`config.mk`:
```
export PLATFORM = sky130hd
export DESIGN_NAME = rv_core_top
export DESIGN_NICKNAME = d
export VERILOG_FILES = /design/src/rv_pkg.sv /design/src/rv_pipe_if.sv /design/src/rv_branch_unit.sv /design/src/rv_core_top.sv /design/src/rv_decode.sv /design/src/rv_execute.sv /design/src/rv_fetch.sv /design/src/rv_mem_wb.sv
export SDC_FILE = /design/constraint.sdc
export NUM_CORES = 2
export LEC_CHECK = 0
export BUFFER_PORTS_ARGS = -buffer_cell sky130_fd_sc_hd__buf_4
export CAP_MARGIN = 25
export CORE_MARGIN = 2
export CORE_UTILIZATION = 47
export CTS_BUF_LIST = sky130_fd_sc_hd__clkbuf_8 sky130_fd_sc_hd__clkbuf_16
export DETAILED_ROUTE_END_ITERATION = 10
export PLACE_DENSITY = 0.63
export SETUP_SLACK_MARGIN = 0.05
export SYNTH_ARGS = -nofsm -noshare
export SYNTH_HDL_FRONTEND = slang
export SYNTH_HIERARCHICAL = 1
export SYNTH_SLANG_ARGS = --single-unit
```
`constraint.sdc`:
```
create_clock -name CLK -period 9.1 [get_ports CLK]
set_input_delay 2.73 -clock CLK [delete_from_list [all_inputs] [get_ports CLK]]
set_output_delay 2.73 -clock CLK [all_outputs]
set_load 0.01 [all_outputs]
```
`src/rv_pkg.sv`:
```
package rv_pkg;

  localparam int xlen       = 32;
  localparam int reg_addr_w = 5;
  localparam int opcode_w   = 7;

  // instruction field positions
  localparam int rd_lsb     = 7;
  localparam int funct3_lsb = 12;
  localparam int rs1_lsb    = 15;
  localparam int rs2_lsb    = 20;
  localparam int funct7_lsb = 25;
  localparam int alt_bit    = 30;  // selects sub / sra

  typedef logic [xlen-1:0]       word_t;
  typedef logic [reg_addr_w-1:0] reg_addr_t;

  typedef enum logic [opcode_w-1:0] {
    op_reg    = 7'b0110011,
    op_imm    = 7'b0010011,
    op_lui    = 7'b0110111,
    op_load   = 7'b0000011,
    op_store  = 7'b0100011,
    op_branch = 7'b1100011,
    op_jal    = 7'b1101111
  } opcode_e;

  typedef enum logic [3:0] {
    alu_add, alu_sub, alu_and, alu_or, alu_xor,
    alu_sll, alu_srl, alu_sra, alu_slt, alu_sltu
  } alu_op_e;

  typedef enum logic [2:0] {
    br_none, br_eq, br_ne, br_lt, br_ge, br_ltu, br_geu, br_jal
  } br_type_e;

  typedef enum logic [1:0] {mem_none, mem_read, mem_write} mem_rw_e;
  typedef enum logic [1:0] {wb_alu, wb_mem, wb_pc} wb_from_e;
  typedef enum logic {src2_rs2, src2_imm} alu_src2_e;

  localparam word_t reset_pc    = '0;
  localparam word_t bubble_inst = 32'h0000_0013;  // addi x0, x0, 0

endpackage

```
`src/rv_pipe_if.sv`:
```
`timescale 1ns/10ps

// ID/EX pipeline register contents
interface id_ex_if import rv_pkg::*; ();
  reg_addr_t rs1_addr, rs2_addr, rd_addr;
  word_t     rs1_data, rs2_data, imm, pc;
  alu_op_e   alu_op;
  alu_src2_e alu_src2;
  mem_rw_e   mem_rw;
  wb_from_e  wb_from;
  logic      reg_write;

  modport ctrl_out (output rs1_addr, rs2_addr, rd_addr, rs1_data, rs2_data, imm, pc,
                    alu_op, alu_src2, mem_rw, wb_from, reg_write);
  modport ctrl_in (input rs1_addr, rs2_addr, rd_addr, rs1_data, rs2_data, imm, pc,
                   alu_op, alu_src2, mem_rw, wb_from, reg_write);
endinterface

// results of the later stages, for bypassing and for the register file write
interface fwd_if import rv_pkg::*; ();
  word_t     ex_alu_out, ex_mem_alu_out, wb_data;
  reg_addr_t ex_mem_rd, wb_rd;
  logic      ex_mem_reg_write, ex_mem_load, wb_reg_write;

  modport ex_side (output ex_alu_out, ex_mem_rd, ex_mem_reg_write, ex_mem_load, ex_mem_alu_out,
                   input wb_rd, wb_reg_write, wb_data);
  modport wb_side (input ex_mem_rd, ex_mem_reg_write, ex_mem_alu_out,
                   output wb_rd, wb_reg_write, wb_data);
  modport consumer (input ex_alu_out, ex_mem_rd, ex_mem_reg_write, ex_mem_load, ex_mem_alu_out,
                    wb_rd, wb_reg_write, wb_data);
endinterface

```
`src/rv_branch_unit.sv`:
```
`timescale 1ns/10ps

module rv_branch_unit import rv_pkg::*; (
  input  br_type_e  br_type,
  input  reg_addr_t rs1_addr,
  input  reg_addr_t rs2_addr,
  input  logic      is_store,
  input  word_t     if_id_pc,
  input  word_t     imm_b,
  input  word_t     imm_j,
  input  word_t     rf_rd1,
  input  word_t     rf_rd2,
  id_ex_if.ctrl_in  ex,
  fwd_if.consumer   fw,
  output logic      stall,
  output logic      taken,
  output word_t     target
);

  reg_addr_t src [2];
  word_t     rf_val [2];
  word_t     opnd [2];
  logic      is_branch, ex_load, load_use, load_br, cond;

  assign src[0]    = rs1_addr;
  assign src[1]    = rs2_addr;
  assign rf_val[0] = rf_rd1;
  assign rf_val[1] = rf_rd2;

  // newest producer wins, x0 never matches a live rd
  always_comb
  begin
    for (int i = 0; i < 2; i++)
    begin
      if (src[i] != '0 && ex.reg_write && ex.rd_addr == src[i])
        opnd[i] = fw.ex_alu_out;
      else if (src[i] != '0 && fw.ex_mem_reg_write && fw.ex_mem_rd == src[i])
        opnd[i] = fw.ex_mem_alu_out;
      else if (src[i] != '0 && fw.wb_reg_write && fw.wb_rd == src[i])
        opnd[i] = fw.wb_data;
      else
        opnd[i] = rf_val[i];
    end
  end

  assign is_branch = br_type != br_none && br_type != br_jal;
  assign ex_load   = ex.mem_rw == mem_read && ex.reg_write;

  // load in ID/EX; store data is patched later in the memory stage
  assign load_use = ex_load && (ex.rd_addr == rs1_addr || (ex.rd_addr == rs2_addr && !is_store));
  // second cycle of a load-branch stall, load now in EX/MEM
  assign load_br  = is_branch && fw.ex_mem_load && fw.ex_mem_reg_write &&
                    (fw.ex_mem_rd == rs1_addr || fw.ex_mem_rd == rs2_addr);
  assign stall    = load_use || load_br;

  always_comb
  begin
    case (br_type)
      br_eq:   cond = opnd[0] == opnd[1];
      br_ne:   cond = opnd[0] != opnd[1];
      br_lt:   cond = $signed(opnd[0]) < $signed(opnd[1]);
      br_ge:   cond = $signed(opnd[0]) >= $signed(opnd[1]);
      br_ltu:  cond = opnd[0] < opnd[1];
      br_geu:  cond = opnd[0] >= opnd[1];
      br_jal:  cond = 1'b1;
      default: cond = 1'b0;
    endcase
  end

  assign taken  = cond && !stall;  // operands are stale while stalled
  assign target = if_id_pc + ((br_type == br_jal) ? imm_j : imm_b);

endmodule

```
`src/rv_core_top.sv`:
```
`timescale 1ns/10ps

module rv_core_top import rv_pkg::*; (
  input  logic                  CLK,
  input  logic                  arst_n,
  output logic                  I_MEM_CSN,
  input  word_t                 I_MEM_DI,
  output word_t                 I_MEM_ADDR,
  output logic                  D_MEM_CSN,
  input  word_t                 D_MEM_DI,
  output word_t                 D_MEM_DOUT,
  output word_t                 D_MEM_ADDR,
  output logic                  D_MEM_WEN,
  output logic                  RF_WE,
  output logic [reg_addr_w-1:0] RF_RA1,
  output logic [reg_addr_w-1:0] RF_RA2,
  output logic [reg_addr_w-1:0] RF_WA,
  input  word_t                 RF_RD1,
  input  word_t                 RF_RD2,
  output word_t                 RF_WD
);

  logic      stall, taken, is_store;
  word_t     target, if_id_inst, if_id_pc, imm_b, imm_j, rd1_byp, rd2_byp;
  reg_addr_t rs1_addr, rs2_addr, ex_mem_rs2_addr;
  br_type_e  br_type;
  word_t     ex_mem_store_data, ex_mem_pc;
  mem_rw_e   ex_mem_mem_rw;
  wb_from_e  ex_mem_wb_from;

  id_ex_if id_ex ();
  fwd_if   fw ();

  assign I_MEM_CSN = 1'b0;
  assign RF_RA1    = rs1_addr;
  assign RF_RA2    = rs2_addr;
  assign RF_WE     = fw.wb_reg_write;
  assign RF_WA     = fw.wb_rd;
  assign RF_WD     = fw.wb_data;

  // the register file is written at the end of writeback, too late for ID/EX
  assign rd1_byp = (fw.wb_reg_write && fw.wb_rd == rs1_addr) ? fw.wb_data : RF_RD1;
  assign rd2_byp = (fw.wb_reg_write && fw.wb_rd == rs2_addr) ? fw.wb_data : RF_RD2;

  rv_fetch u_fetch (
    .CLK(CLK), .arst_n(arst_n), .stall(stall), .taken(taken), .target(target),
    .i_mem_di(I_MEM_DI), .i_mem_addr(I_MEM_ADDR), .if_id_inst(if_id_inst), .if_id_pc(if_id_pc)
  );

  rv_decode u_decode (
    .CLK(CLK), .arst_n(arst_n), .if_id_inst(if_id_inst), .if_id_pc(if_id_pc), .stall(stall),
    .rf_rd1(rd1_byp), .rf_rd2(rd2_byp), .rs1_addr(rs1_addr), .rs2_addr(rs2_addr),
    .br_type(br_type), .is_store(is_store), .imm_b(imm_b), .imm_j(imm_j), .ex(id_ex)
  );

  rv_branch_unit u_branch (
    .br_type(br_type), .rs1_addr(rs1_addr), .rs2_addr(rs2_addr), .is_store(is_store),
    .if_id_pc(if_id_pc), .imm_b(imm_b), .imm_j(imm_j), .rf_rd1(RF_RD1), .rf_rd2(RF_RD2),
    .ex(id_ex), .fw(fw), .stall(stall), .taken(taken), .target(target)
  );

  rv_execute u_execute (
    .CLK(CLK), .arst_n(arst_n), .ex(id_ex), .load_data_fwd(D_MEM_DI), .fw(fw),
    .ex_mem_rs2_addr(ex_mem_rs2_addr), .ex_mem_store_data(ex_mem_store_data),
    .ex_mem_mem_rw(ex_mem_mem_rw), .ex_mem_wb_from(ex_mem_wb_from), .ex_mem_pc(ex_mem_pc)
  );

  rv_mem_wb u_mem_wb (
    .CLK(CLK), .arst_n(arst_n), .ex_mem_rs2_addr(ex_mem_rs2_addr),
    .ex_mem_store_data(ex_mem_store_data), .ex_mem_mem_rw(ex_mem_mem_rw),
    .ex_mem_wb_from(ex_mem_wb_from), .ex_mem_pc(ex_mem_pc), .d_mem_di(D_MEM_DI), .fw(fw),
    .d_mem_csn(D_MEM_CSN), .d_mem_wen(D_MEM_WEN), .d_mem_addr(D_MEM_ADDR),
    .d_mem_dout(D_MEM_DOUT)
  );

endmodule

```
`src/rv_decode.sv`:
```
`timescale 1ns/10ps

module rv_decode import rv_pkg::*; (
  input  logic      CLK,
  input  logic      arst_n,
  input  word_t     if_id_inst,
  input  word_t     if_id_pc,
  input  logic      stall,
  input  word_t     rf_rd1,
  input  word_t     rf_rd2,
  output reg_addr_t rs1_addr,
  output reg_addr_t rs2_addr,
  output br_type_e  br_type,
  output logic      is_store,
  output word_t     imm_b,
  output word_t     imm_j,
  id_ex_if.ctrl_out ex
);

  opcode_e    opcode;
  logic [2:0] funct3;
  logic [6:0] funct7;
  reg_addr_t  rd_addr;
  word_t      imm_i, imm_s, imm_u, imm;
  alu_op_e    alu_op;
  alu_src2_e  alu_src2;
  mem_rw_e    mem_rw;
  wb_from_e   wb_from;
  logic       reg_write, use_rs1, use_rs2, valid;

  function automatic alu_op_e alu_decode(logic [2:0] f3, logic alt);
    case (f3)
      3'b000:  return alt ? alu_sub : alu_add;
      3'b001:  return alu_sll;
      3'b010:  return alu_slt;
      3'b011:  return alu_sltu;
      3'b100:  return alu_xor;
      3'b101:  return alt ? alu_sra : alu_srl;
      3'b110:  return alu_or;
      default: return alu_and;
    endcase
  endfunction

  assign opcode  = opcode_e'(if_id_inst[opcode_w-1:0]);
  assign funct3  = if_id_inst[funct3_lsb +: 3];
  assign funct7  = if_id_inst[funct7_lsb +: 7];
  assign rd_addr = if_id_inst[rd_lsb +: reg_addr_w];

  assign imm_i = {{20{if_id_inst[31]}}, if_id_inst[31:20]};
  assign imm_s = {{20{if_id_inst[31]}}, if_id_inst[31:25], if_id_inst[11:7]};
  assign imm_b = {{19{if_id_inst[31]}}, if_id_inst[31], if_id_inst[7],
                  if_id_inst[30:25], if_id_inst[11:8], 1'b0};
  assign imm_u = {if_id_inst[31:12], 12'b0};
  assign imm_j = {{11{if_id_inst[31]}}, if_id_inst[31], if_id_inst[19:12],
                  if_id_inst[20], if_id_inst[30:21], 1'b0};

  always_comb
  begin
    valid     = 1'b1;
    alu_op    = alu_add;
    alu_src2  = src2_imm;
    mem_rw    = mem_none;
    wb_from   = wb_alu;
    reg_write = 1'b0;
    br_type   = br_none;
    use_rs1   = 1'b0;
    use_rs2   = 1'b0;
    imm       = imm_i;
    case (opcode)
      op_reg:
      begin
        {use_rs1, use_rs2, reg_write} = 3'b111;
        alu_src2 = src2_rs2;
        alu_op   = alu_decode(funct3, if_id_inst[alt_bit]);
        valid    = funct7 == 7'b0 || (funct7 == 7'b0100000 && funct3 inside {3'b000, 3'b101});
      end
      op_imm:
      begin
        {use_rs1, reg_write} = 2'b11;
        alu_op = alu_decode(funct3, funct3 == 3'b101 && if_id_inst[alt_bit]);
        if (funct3 == 3'b001)
          valid = funct7 == 7'b0;
        else if (funct3 == 3'b101)
          valid = funct7 == 7'b0 || funct7 == 7'b0100000;
      end
      op_lui:
      begin
        reg_write = 1'b1;  // rs1 reads as x0, so the ALU adds to zero
        imm       = imm_u;
      end
      op_load:
      begin
        {use_rs1, reg_write} = 2'b11;
        mem_rw  = mem_read;
        wb_from = wb_mem;
        valid   = funct3 == 3'b010;  // lw only
      end
      op_store:
      begin
        {use_rs1, use_rs2} = 2'b11;
        mem_rw = mem_write;
        imm    = imm_s;
        valid  = funct3 == 3'b010;
      end
      op_branch:
      begin
        {use_rs1, use_rs2} = 2'b11;
        case (funct3)
          3'b000:  br_type = br_eq;
          3'b001:  br_type = br_ne;
          3'b100:  br_type = br_lt;
          3'b101:  br_type = br_ge;
          3'b110:  br_type = br_ltu;
          3'b111:  br_type = br_geu;
          default: valid = 1'b0;
        endcase
      end
      op_jal:
      begin
        reg_write = 1'b1;
        wb_from   = wb_pc;  // link is pc+4
        br_type   = br_jal;
      end
      default: valid = 1'b0;
    endcase
    if (!valid)  // anything unsupported runs as a bubble
    begin
      reg_write = 1'b0;
      mem_rw    = mem_none;
      br_type   = br_none;
      use_rs1   = 1'b0;
      use_rs2   = 1'b0;
    end
    if (rd_addr == '0)
      reg_write = 1'b0;
  end

  // unused sources read as x0 so they never match a hazard
  assign rs1_addr = use_rs1 ? if_id_inst[rs1_lsb +: reg_addr_w] : '0;
  assign rs2_addr = use_rs2 ? if_id_inst[rs2_lsb +: reg_addr_w] : '0;
  assign is_store = mem_rw == mem_write;

  always_ff @(posedge CLK or negedge arst_n)
  begin
    if (!arst_n)
    begin
      ex.reg_write <= 1'b0;
      ex.mem_rw    <= mem_none;
    end
    else
    begin
      ex.reg_write <= reg_write && !stall;
      ex.mem_rw    <= stall ? mem_none : mem_rw;
    end
  end

  always_ff @(posedge CLK)
  begin
    ex.rs1_addr <= rs1_addr;
    ex.rs2_addr <= rs2_addr;
    ex.rd_addr  <= rd_addr;
    ex.rs1_data <= rf_rd1;
    ex.rs2_data <= rf_rd2;
    ex.imm      <= imm;
    ex.pc       <= if_id_pc;
    ex.alu_op   <= alu_op;
    ex.alu_src2 <= alu_src2;
    ex.wb_from  <= wb_from;
  end

endmodule

```
`src/rv_execute.sv`:
```
`timescale 1ns/10ps

module rv_execute import rv_pkg::*; (
  input  logic      CLK,
  input  logic      arst_n,
  id_ex_if.ctrl_in  ex,
  input  word_t     load_data_fwd,  // word being read by the load in EX/MEM
  fwd_if.ex_side    fw,
  output reg_addr_t ex_mem_rs2_addr,
  output word_t     ex_mem_store_data,
  output mem_rw_e   ex_mem_mem_rw,
  output wb_from_e  ex_mem_wb_from,
  output word_t     ex_mem_pc
);

  reg_addr_t src [2];
  word_t     id_val [2];
  word_t     opnd [2];
  word_t     ex_mem_val, op2, alu_res;
  logic [4:0] shamt;

  assign src[0]    = ex.rs1_addr;
  assign src[1]    = ex.rs2_addr;
  assign id_val[0] = ex.rs1_data;
  assign id_val[1] = ex.rs2_data;

  // EX/MEM of a load holds the address, the data is on the memory bus
  assign ex_mem_val = fw.ex_mem_load ? load_data_fwd : fw.ex_mem_alu_out;

  always_comb
  begin
    for (int i = 0; i < 2; i++)
    begin
      if (src[i] != '0 && fw.ex_mem_reg_write && fw.ex_mem_rd == src[i])
        opnd[i] = ex_mem_val;
      else if (src[i] != '0 && fw.wb_reg_write && fw.wb_rd == src[i])
        opnd[i] = fw.wb_data;
      else
        opnd[i] = id_val[i];
    end
  end

  assign op2   = (ex.alu_src2 == src2_imm) ? ex.imm : opnd[1];
  assign shamt = op2[4:0];

  always_comb
  begin
    case (ex.alu_op)
      alu_sub:  alu_res = opnd[0] - op2;
      alu_and:  alu_res = opnd[0] & op2;
      alu_or:   alu_res = opnd[0] | op2;
      alu_xor:  alu_res = opnd[0] ^ op2;
      alu_sll:  alu_res = opnd[0] << shamt;
      alu_srl:  alu_res = opnd[0] >> shamt;
      alu_sra:  alu_res = word_t'($signed(opnd[0]) >>> shamt);
      alu_slt:  alu_res = word_t'($signed(opnd[0]) < $signed(op2));
      alu_sltu: alu_res = word_t'(opnd[0] < op2);
      default:  alu_res = opnd[0] + op2;
    endcase
  end

  // jal results in its link so bypassing hands out the right value
  assign fw.ex_alu_out  = (ex.wb_from == wb_pc) ? ex.pc + 32'd4 : alu_res;
  assign fw.ex_mem_load = ex_mem_mem_rw == mem_read;

  always_ff @(posedge CLK or negedge arst_n)
  begin
    if (!arst_n)
    begin
      fw.ex_mem_reg_write <= 1'b0;
      ex_mem_mem_rw       <= mem_none;
    end
    else
    begin
      fw.ex_mem_reg_write <= ex.reg_write;
      ex_mem_mem_rw       <= ex.mem_rw;
    end
  end

  always_ff @(posedge CLK)
  begin
    fw.ex_mem_rd      <= ex.rd_addr;
    fw.ex_mem_alu_out <= fw.ex_alu_out;  // address for loads and stores
    ex_mem_rs2_addr   <= ex.rs2_addr;
    ex_mem_store_data <= opnd[1];
    ex_mem_wb_from    <= ex.wb_from;
    ex_mem_pc         <= ex.pc;
  end

endmodule

```
`src/rv_fetch.sv`:
```
`timescale 1ns/10ps

module rv_fetch import rv_pkg::*; (
  input  logic  CLK,
  input  logic  arst_n,
  input  logic  stall,
  input  logic  taken,
  input  word_t target,
  input  word_t i_mem_di,
  output word_t i_mem_addr,
  output word_t if_id_inst,
  output word_t if_id_pc
);

  word_t pc;

  assign i_mem_addr = pc;  // memory answers in the same cycle

  always_ff @(posedge CLK or negedge arst_n)
  begin
    if (!arst_n)
    begin
      pc         <= reset_pc;
      if_id_inst <= bubble_inst;
      if_id_pc   <= reset_pc;
    end
    else if (!stall)  // stall holds pc and IF/ID as they are
    begin
      pc         <= taken ? target : pc + 32'd4;
      if_id_inst <= taken ? bubble_inst : i_mem_di;  // squash the wrong-path fetch
      if_id_pc   <= pc;
    end
  end

  // a branch waiting on a load cannot resolve yet
  a_no_taken_in_stall: assert property (@(posedge CLK) disable iff (!arst_n)
    stall |-> !taken);

endmodule

```
`src/rv_mem_wb.sv`:
```
`timescale 1ns/10ps

module rv_mem_wb import rv_pkg::*; (
  input  logic      CLK,
  input  logic      arst_n,
  input  reg_addr_t ex_mem_rs2_addr,
  input  word_t     ex_mem_store_data,
  input  mem_rw_e   ex_mem_mem_rw,
  input  wb_from_e  ex_mem_wb_from,
  input  word_t     ex_mem_pc,
  input  word_t     d_mem_di,
  fwd_if.wb_side    fw,
  output logic      d_mem_csn,
  output logic      d_mem_wen,
  output word_t     d_mem_addr,
  output word_t     d_mem_dout
);

  wb_from_e wb_from;
  word_t    wb_mem_data, wb_alu_out, wb_link;
  logic     ld_st_fwd;

  assign d_mem_csn  = ex_mem_mem_rw == mem_none;
  assign d_mem_wen  = ex_mem_mem_rw != mem_write;  // low means write
  assign d_mem_addr = fw.ex_mem_alu_out;

  // store right behind a load of its data register
  assign ld_st_fwd  = ex_mem_mem_rw == mem_write && wb_from == wb_mem &&
                      fw.wb_reg_write && fw.wb_rd == ex_mem_rs2_addr;
  assign d_mem_dout = ld_st_fwd ? wb_mem_data : ex_mem_store_data;

  always_ff @(posedge CLK or negedge arst_n)
  begin
    if (!arst_n)
      fw.wb_reg_write <= 1'b0;
    else
      fw.wb_reg_write <= fw.ex_mem_reg_write;
  end

  always_ff @(posedge CLK)
  begin
    fw.wb_rd    <= fw.ex_mem_rd;
    wb_from     <= ex_mem_wb_from;
    wb_mem_data <= d_mem_di;
    wb_alu_out  <= fw.ex_mem_alu_out;
    wb_link     <= ex_mem_pc + 32'd4;
  end

  always_comb
  begin
    case (wb_from)
      wb_mem:  fw.wb_data = wb_mem_data;
      wb_pc:   fw.wb_data = wb_link;
      default: fw.wb_data = wb_alu_out;
    endcase
  end

  // only word accesses exist, address comes from the execute stage
  a_word_aligned: assert property (@(posedge CLK) disable iff (!arst_n)
    !d_mem_csn |-> d_mem_addr[1:0] == 2'b00);

endmodule

```
After elaboration in Yosys (flattened, before gate mapping)
Cells that the tools add are included.
{ "totals": {"reg_bits": 464, "latchBits": 0, "ramBits": 0, "mem_bits_ro": 0, "output_inout_bits": 147, "mem_count": 0} }
{ "op_classes": {"add_sub_neg": 6, "mul": 0, "div_mod_pow": 0, "n_lt_le_gt_ge": 6, "eq_ne": 53, "shifts": 3, "muxes": 51, "n_bitwise": 3, "n_reduce_logical": 59} }
{ "op_table": {"columns": ["cell", "n"], "rows": [
  ["$mux 32", 18],
  ["$pmux 32 s9", 1],
  ["$lt 32x32->1", 4],
  ["$add 32x3->32 const B", 3],
  ["$add 32x32->32", 2],
  ["$ge 32x32->1", 2],
  ["$pmux 32 s2", 1],
  ["$pmux 31 s2", 1],
  ["$pmux 4 s7", 2],
  ["$eq 5x5->1", 11],
  ["$logic_and 1x1->1", 36],
  ["$and 32x32->32", 1],
  ["$eq 32x32->1", 1],
  ["$ne 32x32->1", 1],
  ["$or 32x32->32", 1],
  ["$shl 32x5->32", 1],
  ["$shr 32x5->32", 1],
  ["$sshr 32x5->32", 1],
  ["$sub 32x32->32", 1],
  ["$xor 32x32->32", 1],
  ["$eq 7x6->1 const B", 4],
  ["$eq 3x3->1 const B", 8],
  ["$mux 20", 1],
  ["$reduce_bool 5->1", 4],
  ["other kinds (35)", 74]
]} }

Logic depth before layout (Yosys ltp)
{ "depth": {"word_depth": 17, "ltp_mapped": 44, "ltp_nobuf": 37} }

Hierarchy
The synthesis kept the hierarchy.
{ "modules_own_cells": {"columns": ["module", "n_inst", "cells_per_inst", "area_per_inst_um2", "seq_area_each_um2"], "rows": [
  ["rv_execute", 1, 2018, 14460.1, 2237.1],
  ["rv_branch_unit", 1, 719, 5039.8, 0.0],
  ["rv_decode", 1, 357, 4510.6, 3078.0],
  ["rv_fetch", 1, 435, 4410.5, 2406.1],
  ["rv_mem_wb", 1, 380, 4130.2, 2087.0],
  ["rv_core_top", 1, 88, 1069.8, 0.0]
]} }

Least setup slack after synthesis
OpenSTA, ideal clock, no wires.
{ "synth_timing": {"path_type": "input to register", "startpoint": "input port D_MEM_DI[0]", "endpoint": "register u_fetch.pc[14] (netlist: u_fetch/i_mem_addr[14])", "setup_time_ns": 0.069, "arrival_time_ns": 9.731, "t_required_ns": 9.031, "slack_ns": -0.700, "path_stages": 37, "n_path_buf": 5, "path_cell_list": "nand3b_1 > o2111ai_1 > nor3_1 > a311oi_4 > nor2_1 > inv_2 > buf_6 > buf_2 > buf_2 > ha_1 > fa_1 > nor2b_1 > o31a_1 > o31a_1 > nand3_1 > a2111oi_0 > o32ai_1 > o41ai_2 > o22a_1 > a21oi_1 > o32a_1 > nand2_1 > o21ai_0 > ha_1 > nand4_1 > nor4_2 > nand2_1 > nor2_1 > a21oi_1 > a311o_1 > a211oi_1 > clkbuf_1 > inv_1 > nor2_1 > clkbuf_1 > a22oi_1 > nand3_1"} }
{ "synth_between": {"elab_chain_len": 11} }
{ "synth_rtl": {"columns": ["element", "line_no", "rtl"], "rows": [
  ["start, declared", "rv_core_top.sv:10", "input word_t D_MEM_DI,"],
  ["$mux 32 *", "rv_execute.sv:28", "assign ex_mem_val = fw.ex_mem_load ? load_data_fwd : fw.ex_mem_alu_out;"],
  ["$mux 32", "rv_execute.sv:34", "if (src[i] != '0 && fw.ex_mem_reg_write && fw.ex_mem_rd == src[i])"],
  ["$mux 32", "rv_execute.sv:43", "assign op2 = (ex.alu_src2 == src2_imm) ? ex.imm : opnd[1];"],
  ["$add 32x32->32 (tied with other cells)", "rv_execute.sv:58", "default: alu_res = opnd[0] + op2;"],
  ["$pmux 32 s9 *", "rv_execute.sv:48", "case (ex.alu_op)"],
  ["$mux 32 *", "rv_execute.sv:63", "assign fw.ex_alu_out = (ex.wb_from == wb_pc) ? ex.pc + 32'd4 : alu_res;"],
  ["via fw.ex_alu_out[26]", "rv_pipe_if.sv:21", "word_t ex_alu_out, ex_mem_alu_out, wb_data;"],
  ["$mux 32", "rv_branch_unit.sv:35", "if (src[i] != '0 && ex.reg_write && ex.rd_addr == src[i])"],
  ["$ge 32x32->1 (tied with other cells)", "rv_branch_unit.sv:64", "br_geu: cond = opnd[0] >= opnd[1];"],
  ["$pmux 1 s7 *", "rv_branch_unit.sv:58", "case (br_type)"],
  ["$logic_and 1x1->1 *", "rv_branch_unit.sv:70", "assign taken = cond && !stall;"],
  ["via taken", "rv_core_top.sv:23", "logic stall, taken, is_store;"],
  ["$mux 32 *", "rv_fetch.sv:29", "pc <= taken ? target : pc + 32'd4;"],
  ["end signal, assigned", "rv_fetch.sv:23", "pc <= reset_pc;"],
  ["end signal, assigned", "rv_fetch.sv:29", null],
  ["end, declared", "rv_fetch.sv:15", "word_t pc;"]
]} }
Mark *: on every way through the listed nets, which the timed path passes. The rest lies on a longest branch.
A chain may end at the register's enable or synchronous reset.

Final worst setup path
{ "layout_timing": {"startpoint": "input port D_MEM_DI[0]", "endpoint": "register u_fetch.pc[15] (netlist: u_fetch/i_mem_addr[15])"} }
Same word-level chain as after synthesis.

==> results.toml <==
[status]
status = "finished, violations left"
violations = "negative setup slack"

[sta]
slew_headroom_pct = 28.6
fin_setup_tns_ns = -1.44
min_period_over_period_pct = 102
worst_pin_slew_ns = 1.07
worst_clock_skew_ns = 0.0682
rsz0062_at_grt = "true"
period_needed_ns = 9.24
fmax_mhz = 108
finalHoldViolCount = 0
setup_viol_count_final = 25
slew_violations = 0
finalWorstSetupSlack_ns = -0.141

[global_routing]
grt_max_degree = 78
antenna_found_initial = 8
grtUsageTotal_pct = 38.6
grt_pass1_wl_mm = 213
overflow = 0
grt_pass1_vias = 31739

[finish]
nets = 4742
final-seq-area_um2 = 9810
fillerInstances = 6667
drive_gt1_share_pct = 27.4
multi_input_area_um2 = 21800
synthToLayoutAreaGrowth_pct = 21.8

[worst_setup_path]
cp.required_ns = 9.61
start_kind = "primary input"
r2r_slack_ns = 0.09
cp.arrival_ns = 9.75
setup.worst_path.end_class = "flip-flop"
crit_type = "in2reg"
cp_max_fo = 6
critical_path.max_stage_delay_ns = 0.50
path_common_cell = "buf_6"
cpMaxStageDelayCell = "a2111oi_4"

[floorplanning]
rows = 98
die_y_um = 271
initial_core_util_pct = 47.3
die_x_um = 271
core_area_um2 = 71100
die_area_um2 = 73700
ios = 277

[clock_network]
clock_sinks = 464
cts_inserted_buffers = 51
cts.hold.buffers_added = 0
htree_levels = 2
clk_latency_ns = 0.67
root_buffer = "clkbuf_16"
path_clk_slew_ns = 0.06
clk_path_buf_depth = 3
cts_tree = "done"

[synthesis]
synth_largest_area_cell = "dfxtp_1"
synth_common_cells = "nand2_1, dfxtp_1, o21ai_0, a21oi_1, nor2_1"
synth-warning-count = 6
synth.most_common_cell = "nand2_1"
synth.area.top_cells = "dfxtp_1, dfrtp_1, ha_1"
avgSynthCellArea_um2 = 8.41
synth_edf_count = 0
ys.flop_type = "dfxtp_1"
synth_top_area_share_pct = 21.5
yosysSeqAreaShare_pct = 29.2
ys_async_sr_fraction_pct = 22.2
netlist-cell-type-count = 123
synth-seq-cells = 464
netlist_area_um2 = 33600
netlist_instances = 3997

[route]
vias_per_cell = 6.25
drcViolationCount = 0
routed_wl_mm = 148
dr_total_vias = 33952
drtAntennaViolNets = 0
drtIter0Drc = 4309
first_pass_iters = 6
avgRoutedWirePerCell_um = 27.3

[placement]
portBuffers = 275
hpwlAfterDp_mm = 115
globalplace.congestion = 1.05

[power]
ir_drop_mv = 0.162
powerDensity_nw_per_um2 = 198
power.leakage_nw = 17.6
finalPower_mw = 8.09

[hold_path]
hold_path_class = "reg2reg"

[flow_run]
maxCapViolations = 0
-- area by class of cell --
type	instances	share of cell area, %
flip-flops and latches	464	24.0
inverters	126	1.18
multi-input cells	3053	53.3
well taps	950	2.90
clock buffers	68	3.83
repair buffers	748	14.3
clock inverters	22	0.498
diodes	2	0.0122
-- cell families after synthesis --
logic type / after synthesis / synth area share [%]
buffers and inverters: 481 / 7.64
XOR/XNOR: 159 / 4.16
adder cells (fa/ha/maj): 168 / 6.32
multiplexers: 413 / 13.8
AO/OA/AOI/OAI: 1152 / 22.7
other: 2 / 0.0223
flip-flops: 464 / 29.2
AND/OR/NAND/NOR: 1158 / 16.2
-- report_power, final --
part	internal (mW)	switching, mW	leakage [nW]
Clock	1.24	0.902	0.906
Combinational	1.25	1.62	12.4
Sequential	2.50	0.585	4.30
-- critical path, delay by kind of cell --
family,cells,cell delay [ns]
adders and majority gates,3,0.84
and+or+nand+nor,8,1.43
AOI/OAI and AO/OA,17,3.39
muxes,2,0.36
buffers and inverters,8,0.99
-- metal layers --
layer	track usage, %	vias up	routed length (µm)
li1	-	15335	-
met1	50.7	16405	59800
met2	58.7	1835	64000
met3	7.06	371	13600
met4	23.8	6	10600
met5	0	-	48
-- metrics by stage --
| step | worst slack [ns] | hold WS, ns | instance area [µm²] | utilization (%) | cells |
|---|---|---|---|---|---|
| final | -0.141 | 0.322 | 40900 | 57.6 | 5433 |
| after detailed placement | -0.864 | 0.313 | 38500 | 54.1 | 5317 |
| after floorplan | -0.0701 | 0.310 | 33800 | - | 3998 |
| after CTS | 0.0290 | 0.327 | 40500 | 56.9 | 5412 |
| after global placement | -0.767 | 0.314 | 38500 | 54.1 | 5316 |
| after global routing | -0.353 | 0.336 | 40900 | 57.6 | 5431 |
-- cells in the final DEF, fill, tap and decap left out, types with 21 or more instances in the layout --
| cell | instances |
|---|---|
| a22oi_1 | 62 |
| clkbuf_16 | 57 |
| mux2_2 | 148 |
| dfxtp_1 | 361 |
| and2_1 | 21 |
| and3_1 | 35 |
| nand2b_1 | 22 |
| nand2_1 | 427 |
| nor2_1 | 248 |
| xor2_1 | 56 |
| nand4_1 | 43 |
| a21oi_1 | 243 |
| a21o_1 | 56 |
| o211ai_1 | 34 |
| xnor2_1 | 102 |
| mux2_4 | 64 |
| nor3_1 | 73 |
| o21ai_1 | 44 |
| a211oi_1 | 58 |
| dfrtp_1 | 100 |
| inv_1 | 129 |
| ha_1 | 157 |
| a31oi_1 | 54 |
| mux2i_1 | 191 |
| o21ai_0 | 271 |
| nand3_1 | 132 |
| buf_4 | 724 |
-- worst paths after layout --
path                                             startpoint                      to  cells past startpoint
min in group asynchronous                            arst_n  u_fetch/if_id_inst[20]                      1
worst max-delay path                            D_MEM_DI[0]  u_fetch/i_mem_addr[15]                     38
max in group asynchronous                            arst_n   u_fetch/i_mem_addr[4]                      3
worst min register to register  u_execute/ex_mem_wb_from[1]     u_mem_wb/wb_from[1]                      0
worst min-delay path            u_execute/ex_mem_wb_from[1]     u_mem_wb/wb_from[1]                      0
worst max register to register          u_mem_wb/wb_from[0]  u_fetch/i_mem_addr[15]                     34
-- what timing repair did --
action / 4_1_cts / 5_1_grt
setup endpoints to repair: 61 / 64
pin swaps: 29 / 30
gates resized for setup: 49 / 51
setup buffers: 5 / 14
cloned: 0 / 1
endpoints found under the hold margin: 0 / 0
(Power assumes the default switching activity.)
